### src/ghrd_pkg.sv
package ghrd_pkg;

  // register bus
  localparam int REG_ADDR_W = 2;
  localparam int REG_DATA_W = 32;

  // register map
  localparam logic [REG_ADDR_W-1:0] ADDR_LED      = 2'd0;
  localparam logic [REG_ADDR_W-1:0] ADDR_DIPSW    = 2'd1;
  localparam logic [REG_ADDR_W-1:0] ADDR_BUTTON   = 2'd2;
  localparam logic [REG_ADDR_W-1:0] ADDR_HW_EVENT = 2'd3;

  // board peripherals
  localparam int NUM_LEDS    = 4;
  localparam int NUM_DIPSW   = 4;
  localparam int NUM_BUTTONS = 2;
  // packed event word, zero padded at the top
  localparam int HW_EVENT_W  = 28;

  // debounce, simulation scale
  localparam int DEBOUNCE_CYCLES = 8;
  localparam int DEBOUNCE_CNT_W  = $clog2(DEBOUNCE_CYCLES);

  // reset pulse lengths in cycles
  localparam int COLD_PULSE_EXT  = 6;
  localparam int WARM_PULSE_EXT  = 2;
  localparam int DEBUG_PULSE_EXT = 32;
  // sized for the longest pulse
  localparam int PULSE_CNT_W     = $clog2(DEBUG_PULSE_EXT + 1);

  // bus masters
  localparam int   NUM_MST = 2;
  localparam logic MST_HPS = 1'b0;
  localparam logic MST_DBG = 1'b1;

endpackage
### src/ghrd_fabric.sv
`timescale 1ns/1ps

module ghrd_fabric import ghrd_pkg::*; (
  // clock and reset
  input  logic                   fpga_clk_50,
  input  logic                   rst_n,
  // board peripherals
  input  logic [NUM_DIPSW-1:0]   fpga_dipsw_pio,
  input  logic [NUM_BUTTONS-1:0] fpga_button_pio,
  output logic [NUM_LEDS-1:0]    fpga_led_pio,
  // reset requests, cold warm debug
  input  logic [2:0]             hps_reset_req,
  output logic                   hps_cold_reset,
  output logic                   hps_warm_reset,
  output logic                   hps_debug_reset,
  // hps lightweight bridge
  input  logic                   h2f_wr_stb,
  input  logic                   h2f_rd_stb,
  input  logic [REG_ADDR_W-1:0]  h2f_addr,
  input  logic [REG_DATA_W-1:0]  h2f_wdata,
  output logic                   h2f_rd_valid,
  output logic [REG_DATA_W-1:0]  h2f_rdata,
  // debug probe
  input  logic                   dbg_wr_stb,
  input  logic                   dbg_rd_stb,
  input  logic [REG_ADDR_W-1:0]  dbg_addr,
  input  logic [REG_DATA_W-1:0]  dbg_wdata,
  output logic                   dbg_rd_valid,
  output logic [REG_DATA_W-1:0]  dbg_rdata
);

  // debounced, active high
  logic [NUM_BUTTONS-1:0] buttons_pressed;
  // shared register bus
  logic                   reg_wr;
  logic                   reg_rd;
  logic [REG_ADDR_W-1:0]  reg_addr;
  logic [REG_DATA_W-1:0]  reg_wdata;
  logic [REG_DATA_W-1:0]  reg_rdata;

  debounce #(
    .WIDTH (NUM_BUTTONS)
  ) debounce_inst (
    .fpga_clk_50 (fpga_clk_50),
    .rst_n       (rst_n),
    .data_in     (fpga_button_pio),
    .data_out    (buttons_pressed)
  );

  // one generator per request bit
  reset_pulse_gen #(
    .PULSE_EXT (COLD_PULSE_EXT)
  ) pulse_cold_reset (
    .fpga_clk_50 (fpga_clk_50),
    .rst_n       (rst_n),
    .signal_in   (hps_reset_req[0]),
    .pulse_out   (hps_cold_reset)
  );

  reset_pulse_gen #(
    .PULSE_EXT (WARM_PULSE_EXT)
  ) pulse_warm_reset (
    .fpga_clk_50 (fpga_clk_50),
    .rst_n       (rst_n),
    .signal_in   (hps_reset_req[1]),
    .pulse_out   (hps_warm_reset)
  );

  reset_pulse_gen #(
    .PULSE_EXT (DEBUG_PULSE_EXT)
  ) pulse_debug_reset (
    .fpga_clk_50 (fpga_clk_50),
    .rst_n       (rst_n),
    .signal_in   (hps_reset_req[2]),
    .pulse_out   (hps_debug_reset)
  );

  // two masters onto one register bus
  reg_arbiter arbiter_inst (
    .fpga_clk_50  (fpga_clk_50),
    .rst_n        (rst_n),
    .h2f_wr_stb   (h2f_wr_stb),
    .h2f_rd_stb   (h2f_rd_stb),
    .h2f_addr     (h2f_addr),
    .h2f_wdata    (h2f_wdata),
    .h2f_rd_valid (h2f_rd_valid),
    .h2f_rdata    (h2f_rdata),
    .dbg_wr_stb   (dbg_wr_stb),
    .dbg_rd_stb   (dbg_rd_stb),
    .dbg_addr     (dbg_addr),
    .dbg_wdata    (dbg_wdata),
    .dbg_rd_valid (dbg_rd_valid),
    .dbg_rdata    (dbg_rdata),
    .reg_wr       (reg_wr),
    .reg_rd       (reg_rd),
    .reg_addr     (reg_addr),
    .reg_wdata    (reg_wdata),
    .reg_rdata    (reg_rdata)
  );

  pio_regs regs_inst (
    .fpga_clk_50     (fpga_clk_50),
    .rst_n           (rst_n),
    .reg_wr          (reg_wr),
    .reg_rd          (reg_rd),
    .reg_addr        (reg_addr),
    .reg_wdata       (reg_wdata),
    .reg_rdata       (reg_rdata),
    .fpga_dipsw_pio  (fpga_dipsw_pio),
    .buttons_pressed (buttons_pressed),
    .fpga_led_pio    (fpga_led_pio)
  );

endmodule

### src/pio_regs.sv
`timescale 1ns/1ps

module pio_regs import ghrd_pkg::*; (
  input  logic                   fpga_clk_50,
  input  logic                   rst_n,
  // register bus from the arbiter
  input  logic                   reg_wr,
  input  logic                   reg_rd,
  input  logic [REG_ADDR_W-1:0]  reg_addr,
  input  logic [REG_DATA_W-1:0]  reg_wdata,
  output logic [REG_DATA_W-1:0]  reg_rdata,
  // board side
  input  logic [NUM_DIPSW-1:0]   fpga_dipsw_pio,
  input  logic [NUM_BUTTONS-1:0] buttons_pressed,
  output logic [NUM_LEDS-1:0]    fpga_led_pio
);

  // the only writable register
  logic [NUM_LEDS-1:0]   led_reg;
  // switches, leds and buttons in one word
  logic [HW_EVENT_W-1:0] hw_event;
  // selected read value, before the output flop
  logic [REG_DATA_W-1:0] rd_mux;

  assign fpga_led_pio = led_reg;

  // top bits stay zero
  assign hw_event = {
    {(HW_EVENT_W - NUM_DIPSW - NUM_LEDS - NUM_BUTTONS){1'b0}},
    fpga_dipsw_pio,
    led_reg,
    buttons_pressed
  };

  // led register
  always_ff @(posedge fpga_clk_50) begin
    if (!rst_n) begin
      led_reg <= '0;
    end else if (reg_wr && reg_addr == ADDR_LED) begin
      // low bits only
      led_reg <= reg_wdata[NUM_LEDS-1:0];
    end
  end

  // read decode, all values zero extended
  always_comb begin
    case (reg_addr)
      ADDR_LED: begin
        rd_mux = REG_DATA_W'(led_reg);
      end
      ADDR_DIPSW: begin
        rd_mux = REG_DATA_W'(fpga_dipsw_pio);
      end
      ADDR_BUTTON: begin
        rd_mux = REG_DATA_W'(buttons_pressed);
      end
      ADDR_HW_EVENT: begin
        rd_mux = REG_DATA_W'(hw_event);
      end
      default: begin
        rd_mux = '0;
      end
    endcase
  end

  // data one cycle after the read
  always_ff @(posedge fpga_clk_50) begin
    if (reg_rd) begin
      reg_rdata <= rd_mux;
    end
  end

endmodule

### src/reg_arbiter.sv
`timescale 1ns/1ps

module reg_arbiter import ghrd_pkg::*; (
  input  logic                  fpga_clk_50,
  input  logic                  rst_n,
  // hps lightweight bridge
  input  logic                  h2f_wr_stb,
  input  logic                  h2f_rd_stb,
  input  logic [REG_ADDR_W-1:0] h2f_addr,
  input  logic [REG_DATA_W-1:0] h2f_wdata,
  output logic                  h2f_rd_valid,
  output logic [REG_DATA_W-1:0] h2f_rdata,
  // debug probe
  input  logic                  dbg_wr_stb,
  input  logic                  dbg_rd_stb,
  input  logic [REG_ADDR_W-1:0] dbg_addr,
  input  logic [REG_DATA_W-1:0] dbg_wdata,
  output logic                  dbg_rd_valid,
  output logic [REG_DATA_W-1:0] dbg_rdata,
  // register bus to pio_regs
  output logic                  reg_wr,
  output logic                  reg_rd,
  output logic [REG_ADDR_W-1:0] reg_addr,
  output logic [REG_DATA_W-1:0] reg_wdata,
  input  logic [REG_DATA_W-1:0] reg_rdata
);

  // strobes gathered by master id
  logic [NUM_MST-1:0]                 stb_wr;
  logic [NUM_MST-1:0]                 stb_rd;
  logic [NUM_MST-1:0][REG_ADDR_W-1:0] stb_addr;
  logic [NUM_MST-1:0][REG_DATA_W-1:0] stb_wdata;
  // one waiting access per master
  logic [NUM_MST-1:0]                 pend_vld;
  logic [NUM_MST-1:0]                 pend_wr;
  logic [NUM_MST-1:0][REG_ADDR_W-1:0] pend_addr;
  logic [NUM_MST-1:0][REG_DATA_W-1:0] pend_wdata;
  // pending slot first, else the new strobe
  logic [NUM_MST-1:0]                 req_vld;
  logic [NUM_MST-1:0]                 req_wr;
  logic [NUM_MST-1:0][REG_ADDR_W-1:0] req_addr;
  logic [NUM_MST-1:0][REG_DATA_W-1:0] req_wdata;
  logic gnt_vld;
  logic gnt_id;
  // read tag on the bus, then at the data return
  logic rd_id;
  logic resp_vld;
  logic resp_id;

  always_comb begin
    stb_wr[MST_HPS]    = h2f_wr_stb;
    stb_rd[MST_HPS]    = h2f_rd_stb;
    stb_addr[MST_HPS]  = h2f_addr;
    stb_wdata[MST_HPS] = h2f_wdata;
    stb_wr[MST_DBG]    = dbg_wr_stb;
    stb_rd[MST_DBG]    = dbg_rd_stb;
    stb_addr[MST_DBG]  = dbg_addr;
    stb_wdata[MST_DBG] = dbg_wdata;
    for (int m = 0; m < NUM_MST; m++) begin
      req_vld[m]   = pend_vld[m] | stb_wr[m] | stb_rd[m];
      req_wr[m]    = pend_vld[m] ? pend_wr[m] : stb_wr[m];
      req_addr[m]  = pend_vld[m] ? pend_addr[m] : stb_addr[m];
      req_wdata[m] = pend_vld[m] ? pend_wdata[m] : stb_wdata[m];
    end
  end

  // fixed priority, hps wins
  assign gnt_vld = |req_vld;
  assign gnt_id  = req_vld[MST_HPS] ? MST_HPS : MST_DBG;

  always_ff @(posedge fpga_clk_50) begin
    if (!rst_n) begin
      pend_vld <= '0;
    end else begin
      for (int m = 0; m < NUM_MST; m++) begin
        pend_vld[m] <= req_vld[m] && !(gnt_vld && gnt_id == 1'(m));
      end
    end
  end

  // slot contents only change while empty
  always_ff @(posedge fpga_clk_50) begin
    for (int m = 0; m < NUM_MST; m++) begin
      if (!pend_vld[m]) begin
        pend_wr[m]    <= stb_wr[m];
        pend_addr[m]  <= stb_addr[m];
        pend_wdata[m] <= stb_wdata[m];
      end
    end
  end

  // one access per cycle onto the register bus
  always_ff @(posedge fpga_clk_50) begin
    if (!rst_n) begin
      reg_wr <= 1'b0;
      reg_rd <= 1'b0;
    end else begin
      reg_wr <= gnt_vld & req_wr[gnt_id];
      reg_rd <= gnt_vld & ~req_wr[gnt_id];
    end
  end

  always_ff @(posedge fpga_clk_50) begin
    reg_addr  <= req_addr[gnt_id];
    reg_wdata <= req_wdata[gnt_id];
    rd_id     <= gnt_id;
  end

  // pio_regs returns data one cycle after reg_rd
  always_ff @(posedge fpga_clk_50) begin
    if (!rst_n) begin
      resp_vld     <= 1'b0;
      h2f_rd_valid <= 1'b0;
      dbg_rd_valid <= 1'b0;
    end else begin
      resp_vld     <= reg_rd;
      h2f_rd_valid <= resp_vld && resp_id == MST_HPS;
      dbg_rd_valid <= resp_vld && resp_id == MST_DBG;
    end
  end

  always_ff @(posedge fpga_clk_50) begin
    resp_id <= rd_id;
    // steer data to the owner of the read
    if (resp_vld && resp_id == MST_HPS) begin
      h2f_rdata <= reg_rdata;
    end
    if (resp_vld && resp_id == MST_DBG) begin
      dbg_rdata <= reg_rdata;
    end
  end

endmodule

### src/reset_pulse_gen.sv
`timescale 1ns/1ps

module reset_pulse_gen import ghrd_pkg::*; #(
  parameter int PULSE_EXT = COLD_PULSE_EXT
) (
  input  logic fpga_clk_50,
  input  logic rst_n,
  // request level
  input  logic signal_in,
  // stretched pulse
  output logic pulse_out
);

  // request sampled, and its previous value
  logic sig_q;
  logic sig_d;
  logic rise;
  logic busy;
  // cycles of pulse left
  logic [PULSE_CNT_W-1:0] ext_cnt;

  assign rise      = sig_q & ~sig_d;
  assign busy      = (ext_cnt != '0);
  assign pulse_out = busy;

  always_ff @(posedge fpga_clk_50) begin
    // a running pulse always finishes, even under rst_n
    if (!rst_n && !busy) begin
      sig_q   <= 1'b0;
      sig_d   <= 1'b0;
      ext_cnt <= '0;
    end else begin
      sig_q <= signal_in;
      sig_d <= sig_q;
      if (busy) begin
        // edges seen here are dropped
        ext_cnt <= ext_cnt - 1'b1;
      end else if (rise) begin
        ext_cnt <= PULSE_CNT_W'(PULSE_EXT);
      end
    end
  end

endmodule

### src/debounce.sv
`timescale 1ns/1ps

module debounce import ghrd_pkg::*; #(
  parameter int WIDTH = NUM_BUTTONS
) (
  input  logic             fpga_clk_50,
  input  logic             rst_n,
  // raw buttons, low when pressed
  input  logic [WIDTH-1:0] data_in,
  // clean pressed flags
  output logic [WIDTH-1:0] data_out
);

  // two-flop synchronizer
  logic [WIDTH-1:0] sync_q1;
  logic [WIDTH-1:0] sync_q2;
  // per-bit count of samples that disagree with data_out
  logic [WIDTH-1:0][DEBOUNCE_CNT_W-1:0] stable_cnt;
  // synchronized level differs from the current flag
  logic [WIDTH-1:0] differs;

  always_ff @(posedge fpga_clk_50) begin
    if (!rst_n) begin
      // released buttons idle high
      sync_q1 <= '1;
      sync_q2 <= '1;
    end else begin
      sync_q1 <= data_in;
      sync_q2 <= sync_q1;
    end
  end

  // flag is active high for a low input
  assign differs = ~sync_q2 ^ data_out;

  always_ff @(posedge fpga_clk_50) begin
    if (!rst_n) begin
      stable_cnt <= '0;
      data_out   <= '0;
    end else begin
      for (int i = 0; i < WIDTH; i++) begin
        if (!differs[i]) begin
          // bounce back, start over
          stable_cnt[i] <= '0;
        end else if (stable_cnt[i] == DEBOUNCE_CNT_W'(DEBOUNCE_CYCLES - 1)) begin
          // held long enough
          stable_cnt[i] <= '0;
          data_out[i]   <= ~data_out[i];
        end else begin
          stable_cnt[i] <= stable_cnt[i] + 1'b1;
        end
      end
    end
  end

endmodule

### config.mk
export PLATFORM = sky130hd
export DESIGN_NAME = ghrd_fabric
export DESIGN_NICKNAME = d
export VERILOG_FILES = /design/src/ghrd_pkg.sv /design/src/ghrd_fabric.sv /design/src/pio_regs.sv /design/src/reg_arbiter.sv /design/src/reset_pulse_gen.sv /design/src/debounce.sv
export SDC_FILE = /design/constraint.sdc
export NUM_CORES = 1
export LEC_CHECK = 0
export BUFFER_PORTS_ARGS = -buffer_cell sky130_fd_sc_hd__buf_2
export CORE_ASPECT_RATIO = 1.25
export CORE_UTILIZATION = 45
export CTS_CLUSTER_SIZE = 20
export DETAILED_ROUTE_END_ITERATION = 10
export PLACE_DENSITY = 0.76
export SLEW_MARGIN = 20
export SYNTH_ARGS = -nofsm -noshare
export SYNTH_HDL_FRONTEND = slang
export SYNTH_HIERARCHICAL = 1
export SYNTH_SLANG_ARGS = --single-unit
### constraint.sdc
create_clock -name fpga_clk_50 -period 2.6 [get_ports fpga_clk_50]
set_input_delay 0 -clock fpga_clk_50 [delete_from_list [all_inputs] [get_ports fpga_clk_50]]
set_output_delay 0 -clock fpga_clk_50 [all_outputs]
set_load 0.005 [all_outputs]
==> impl_results.md <==
- Worst endpoint required time: 2.94 ns
- Clock latency on the worst-skew pair: 0.41 ns
- Boundary pin count: 156
- Instance area after placement: 0.00567 sq mm
- Register-to-register setup slack: 0.72 ns
- Die Span Y: 122 um
- Antenna diode instance count: 0
- Number of cells on the worst hold path: 2
- Most frequent cells in the layout: buf_2, edfxtp_1, dfxtp_1
- LEAKAGE: 0.00268 uW
- Max rail drop VDD: 0.511 mV
- Accumulated negative setup slack: 0 ns
- Reg-to-reg endpoint: arbiter_inst/reg_wr$_SDFF_PN0_
- Outcome: finished with violations
- Number of antenna violations at the first check in global routing: 0
- Power density over the cells: 900 mW/mm^2
- Vias/cell: 4.72
- Setup skew after layout: 0.00754 ns
- Root Driver: clkbuf_16
- Ratio of cells with drive above 1 in the final layout: 0.350
- Drt first pass iters: 7
- Die X: 98.2 um
- CP Cell Sequence: nor3_4 -> dlygate4sd3_1 -> nand2_1 -> a21boi_1
- Vias in the first global route: 2992
- Worst-case headroom to the max-slew limit: 0.547
- Routability-driven placement congestion ratio: 0.724
- Fin area: 0.00649 sq mm
- CTS max path bufs: 2
- Number of nets still failing antenna checks after routing: 0
- Global-route wire length before repair: 13.7 mm
- Reg2Reg Depth: 4
- Setup repair after global routing missed its margin: false
- Area grow syn2layout: 24.8%
- Starting density of the core: 0.465
- Critical path buffer and inverter count: 1
- Achievable clock frequency: 531 MHz
- CP max-delay cell: dlygate4sd3_1
- Hold Vio Cnt, Final: 0
- Transition time at the pin with the least slew margin: 0.679 ns
- CTS Sinks: 143
- Kind of cell adding the most delay to the critical path: buffers and inverters
- Setup crit start: arbiter_inst/pend_vld[0]$_SDFF_PN0_
- Post-DP HPWL: 5.39 mm
- GRT Resource Usage Total: 0.149
- End point of the worst hold path: debounce_inst/sync_q1[1]$_SDFF_PN1_
- Slowest cell delay on critical path: 0.70 ns
- Worst Setup End Kind: register
- Synthesized area per cell: 14.8 sq um
- Residual overflow from global routing: 0
- Clock-pin slew on the worst setup and hold paths: 0.06 ns
- Final clock period utilization by the worst path: 0.724
- Total clock buffers created by CTS: 17
- DR vias: 2982
- Gate count after technology mapping: 351
- Final Slew Violations: 0
- Worst hold path startpoint: rst_n
- Post-layout net count: 574
- Area of the die: 0.0120 sq mm
- Pin count of the biggest net entering global routing: 42
- CORE AREA: 0.0112 sq mm
- Nature of the critical path startpoint: register
- Minimum clock period: 1.88 ns
- Cts repair resizes: 0
- Number of synthesis warnings: 6
- Worst setup path category: register to register
- DRC: 15
- TritonCTS clock tree: done
- Routed length per placed instance: 12.9 um
- Number of placement rows: 43
- Number of buffers added on ports: 99
- CP Data Arrival Time: 2.22 ns
- Critical path peak fanout: 8
- Total number of H-tree levels: 4
- Max-capacitance violation count: 0
- Post-Syn Area: 0.00521 sq mm
- Total Routed Length: 8.17 mm
- Most common cell after layout, fill and taps aside: buf_2
- Worst reg2reg startpoint: arbiter_inst/pend_vld[0]$_SDFF_PN0_
- Final Setup Violations: 0
- Hold/Removal Path Class: primary input to register
- Violations in the final reports: DRC
- Iteration-0 DRC Markers: 102
what timing repair did:
action | in CTS | in global routing
setup buffers | 0 | 0
endpoints found under the hold margin | 34 | 0
hold buffers | 27 | 0
layer usage:
| layer | vias to the layer above | routed length (um) | GRT usage |
|---|---|---|---|
| met1 | 1397 | 3390 | 0.161 |
| li1 | 1480 | - | - |
| met5 | - | 0 | 0 |
| met4 | 0 | 109 | 0.0756 |
| met3 | 10 | 483 | 0.0490 |
| met2 | 95 | 4180 | 0.261 |
area by class of cell:
cell class | instances | area [sq um]
clock buffers | 17 | 425
multi-input cells | 184 | 1350
flip-flops and latches | 143 | 3600
repair buffers | 128 | 781
well taps | 135 | 169
clock inverters | 15 | 126
fillers | 864 | 4700
inverters | 10 | 37.5
state kept, by name, indices dropped and copies added, names as in the netlist, 2 cells and up:
register / cells
arbiter_inst/dbg_rdata: 32
arbiter_inst/h2f_rdata: 32
regs_inst/reg_rdata: 10
arbiter_inst/pend_wdata: 8
debounce_inst/stable_cnt: 6
pulse_cold_reset/ext_cnt: 6
pulse_debug_reset/ext_cnt: 6
pulse_warm_reset/ext_cnt: 6
arbiter_inst/pend_addr: 4
arbiter_inst/reg_wdata: 4
regs_inst/fpga_led_pio: 4
arbiter_inst/pend_vld: 2
arbiter_inst/pend_wr: 2
arbiter_inst/reg_addr: 2
debounce_inst/data_out: 2
debounce_inst/sync_q1: 2
debounce_inst/sync_q2: 2
metrics by stage:
stage,util,std cells,total power [uW],hold slack [ns],setup WS (ns)
final,0.580,632,5850,0.0937,0.717
after CTS,0.580,632,5910,0.0868,0.741
after global placement,0.507,573,3600,0.192,1.07
after global routing,0.580,632,6150,0.146,0.599
after detailed placement,0.507,573,3660,0.188,1.05
after floorplan,-,372,3510,0.101,0.375
power breakdown:
group | leakage (uW) | switching [uW] | internal (uW)
sequential | 0.00126 | 238 | 2620
clock | 0.000268 | 954 | 1250
combinational | 0.00116 | 346 | 438
how the worst max path moves through the flow:
stage,depth (start not counted),end,slack [ns]
5_1_grt,4,arbiter_inst/reg_wr$_SDFF_PN0_,0.60
6_report,4,arbiter_inst/reg_wr$_SDFF_PN0_,0.72
4_1_cts,4,arbiter_inst/reg_wr$_SDFF_PN0_,0.74
3_5_place_dp,3,pulse_debug_reset/sig_q$_SDFF_PP0_,1.05
2_1_floorplan,1,arbiter_inst/h2f_rdata[0]$_DFFE_PP_,0.37
3_3_place_gp,3,pulse_debug_reset/ext_cnt[3]$_SDFFE_PP0P_,1.07
Power figures use the tool's default switching activity.
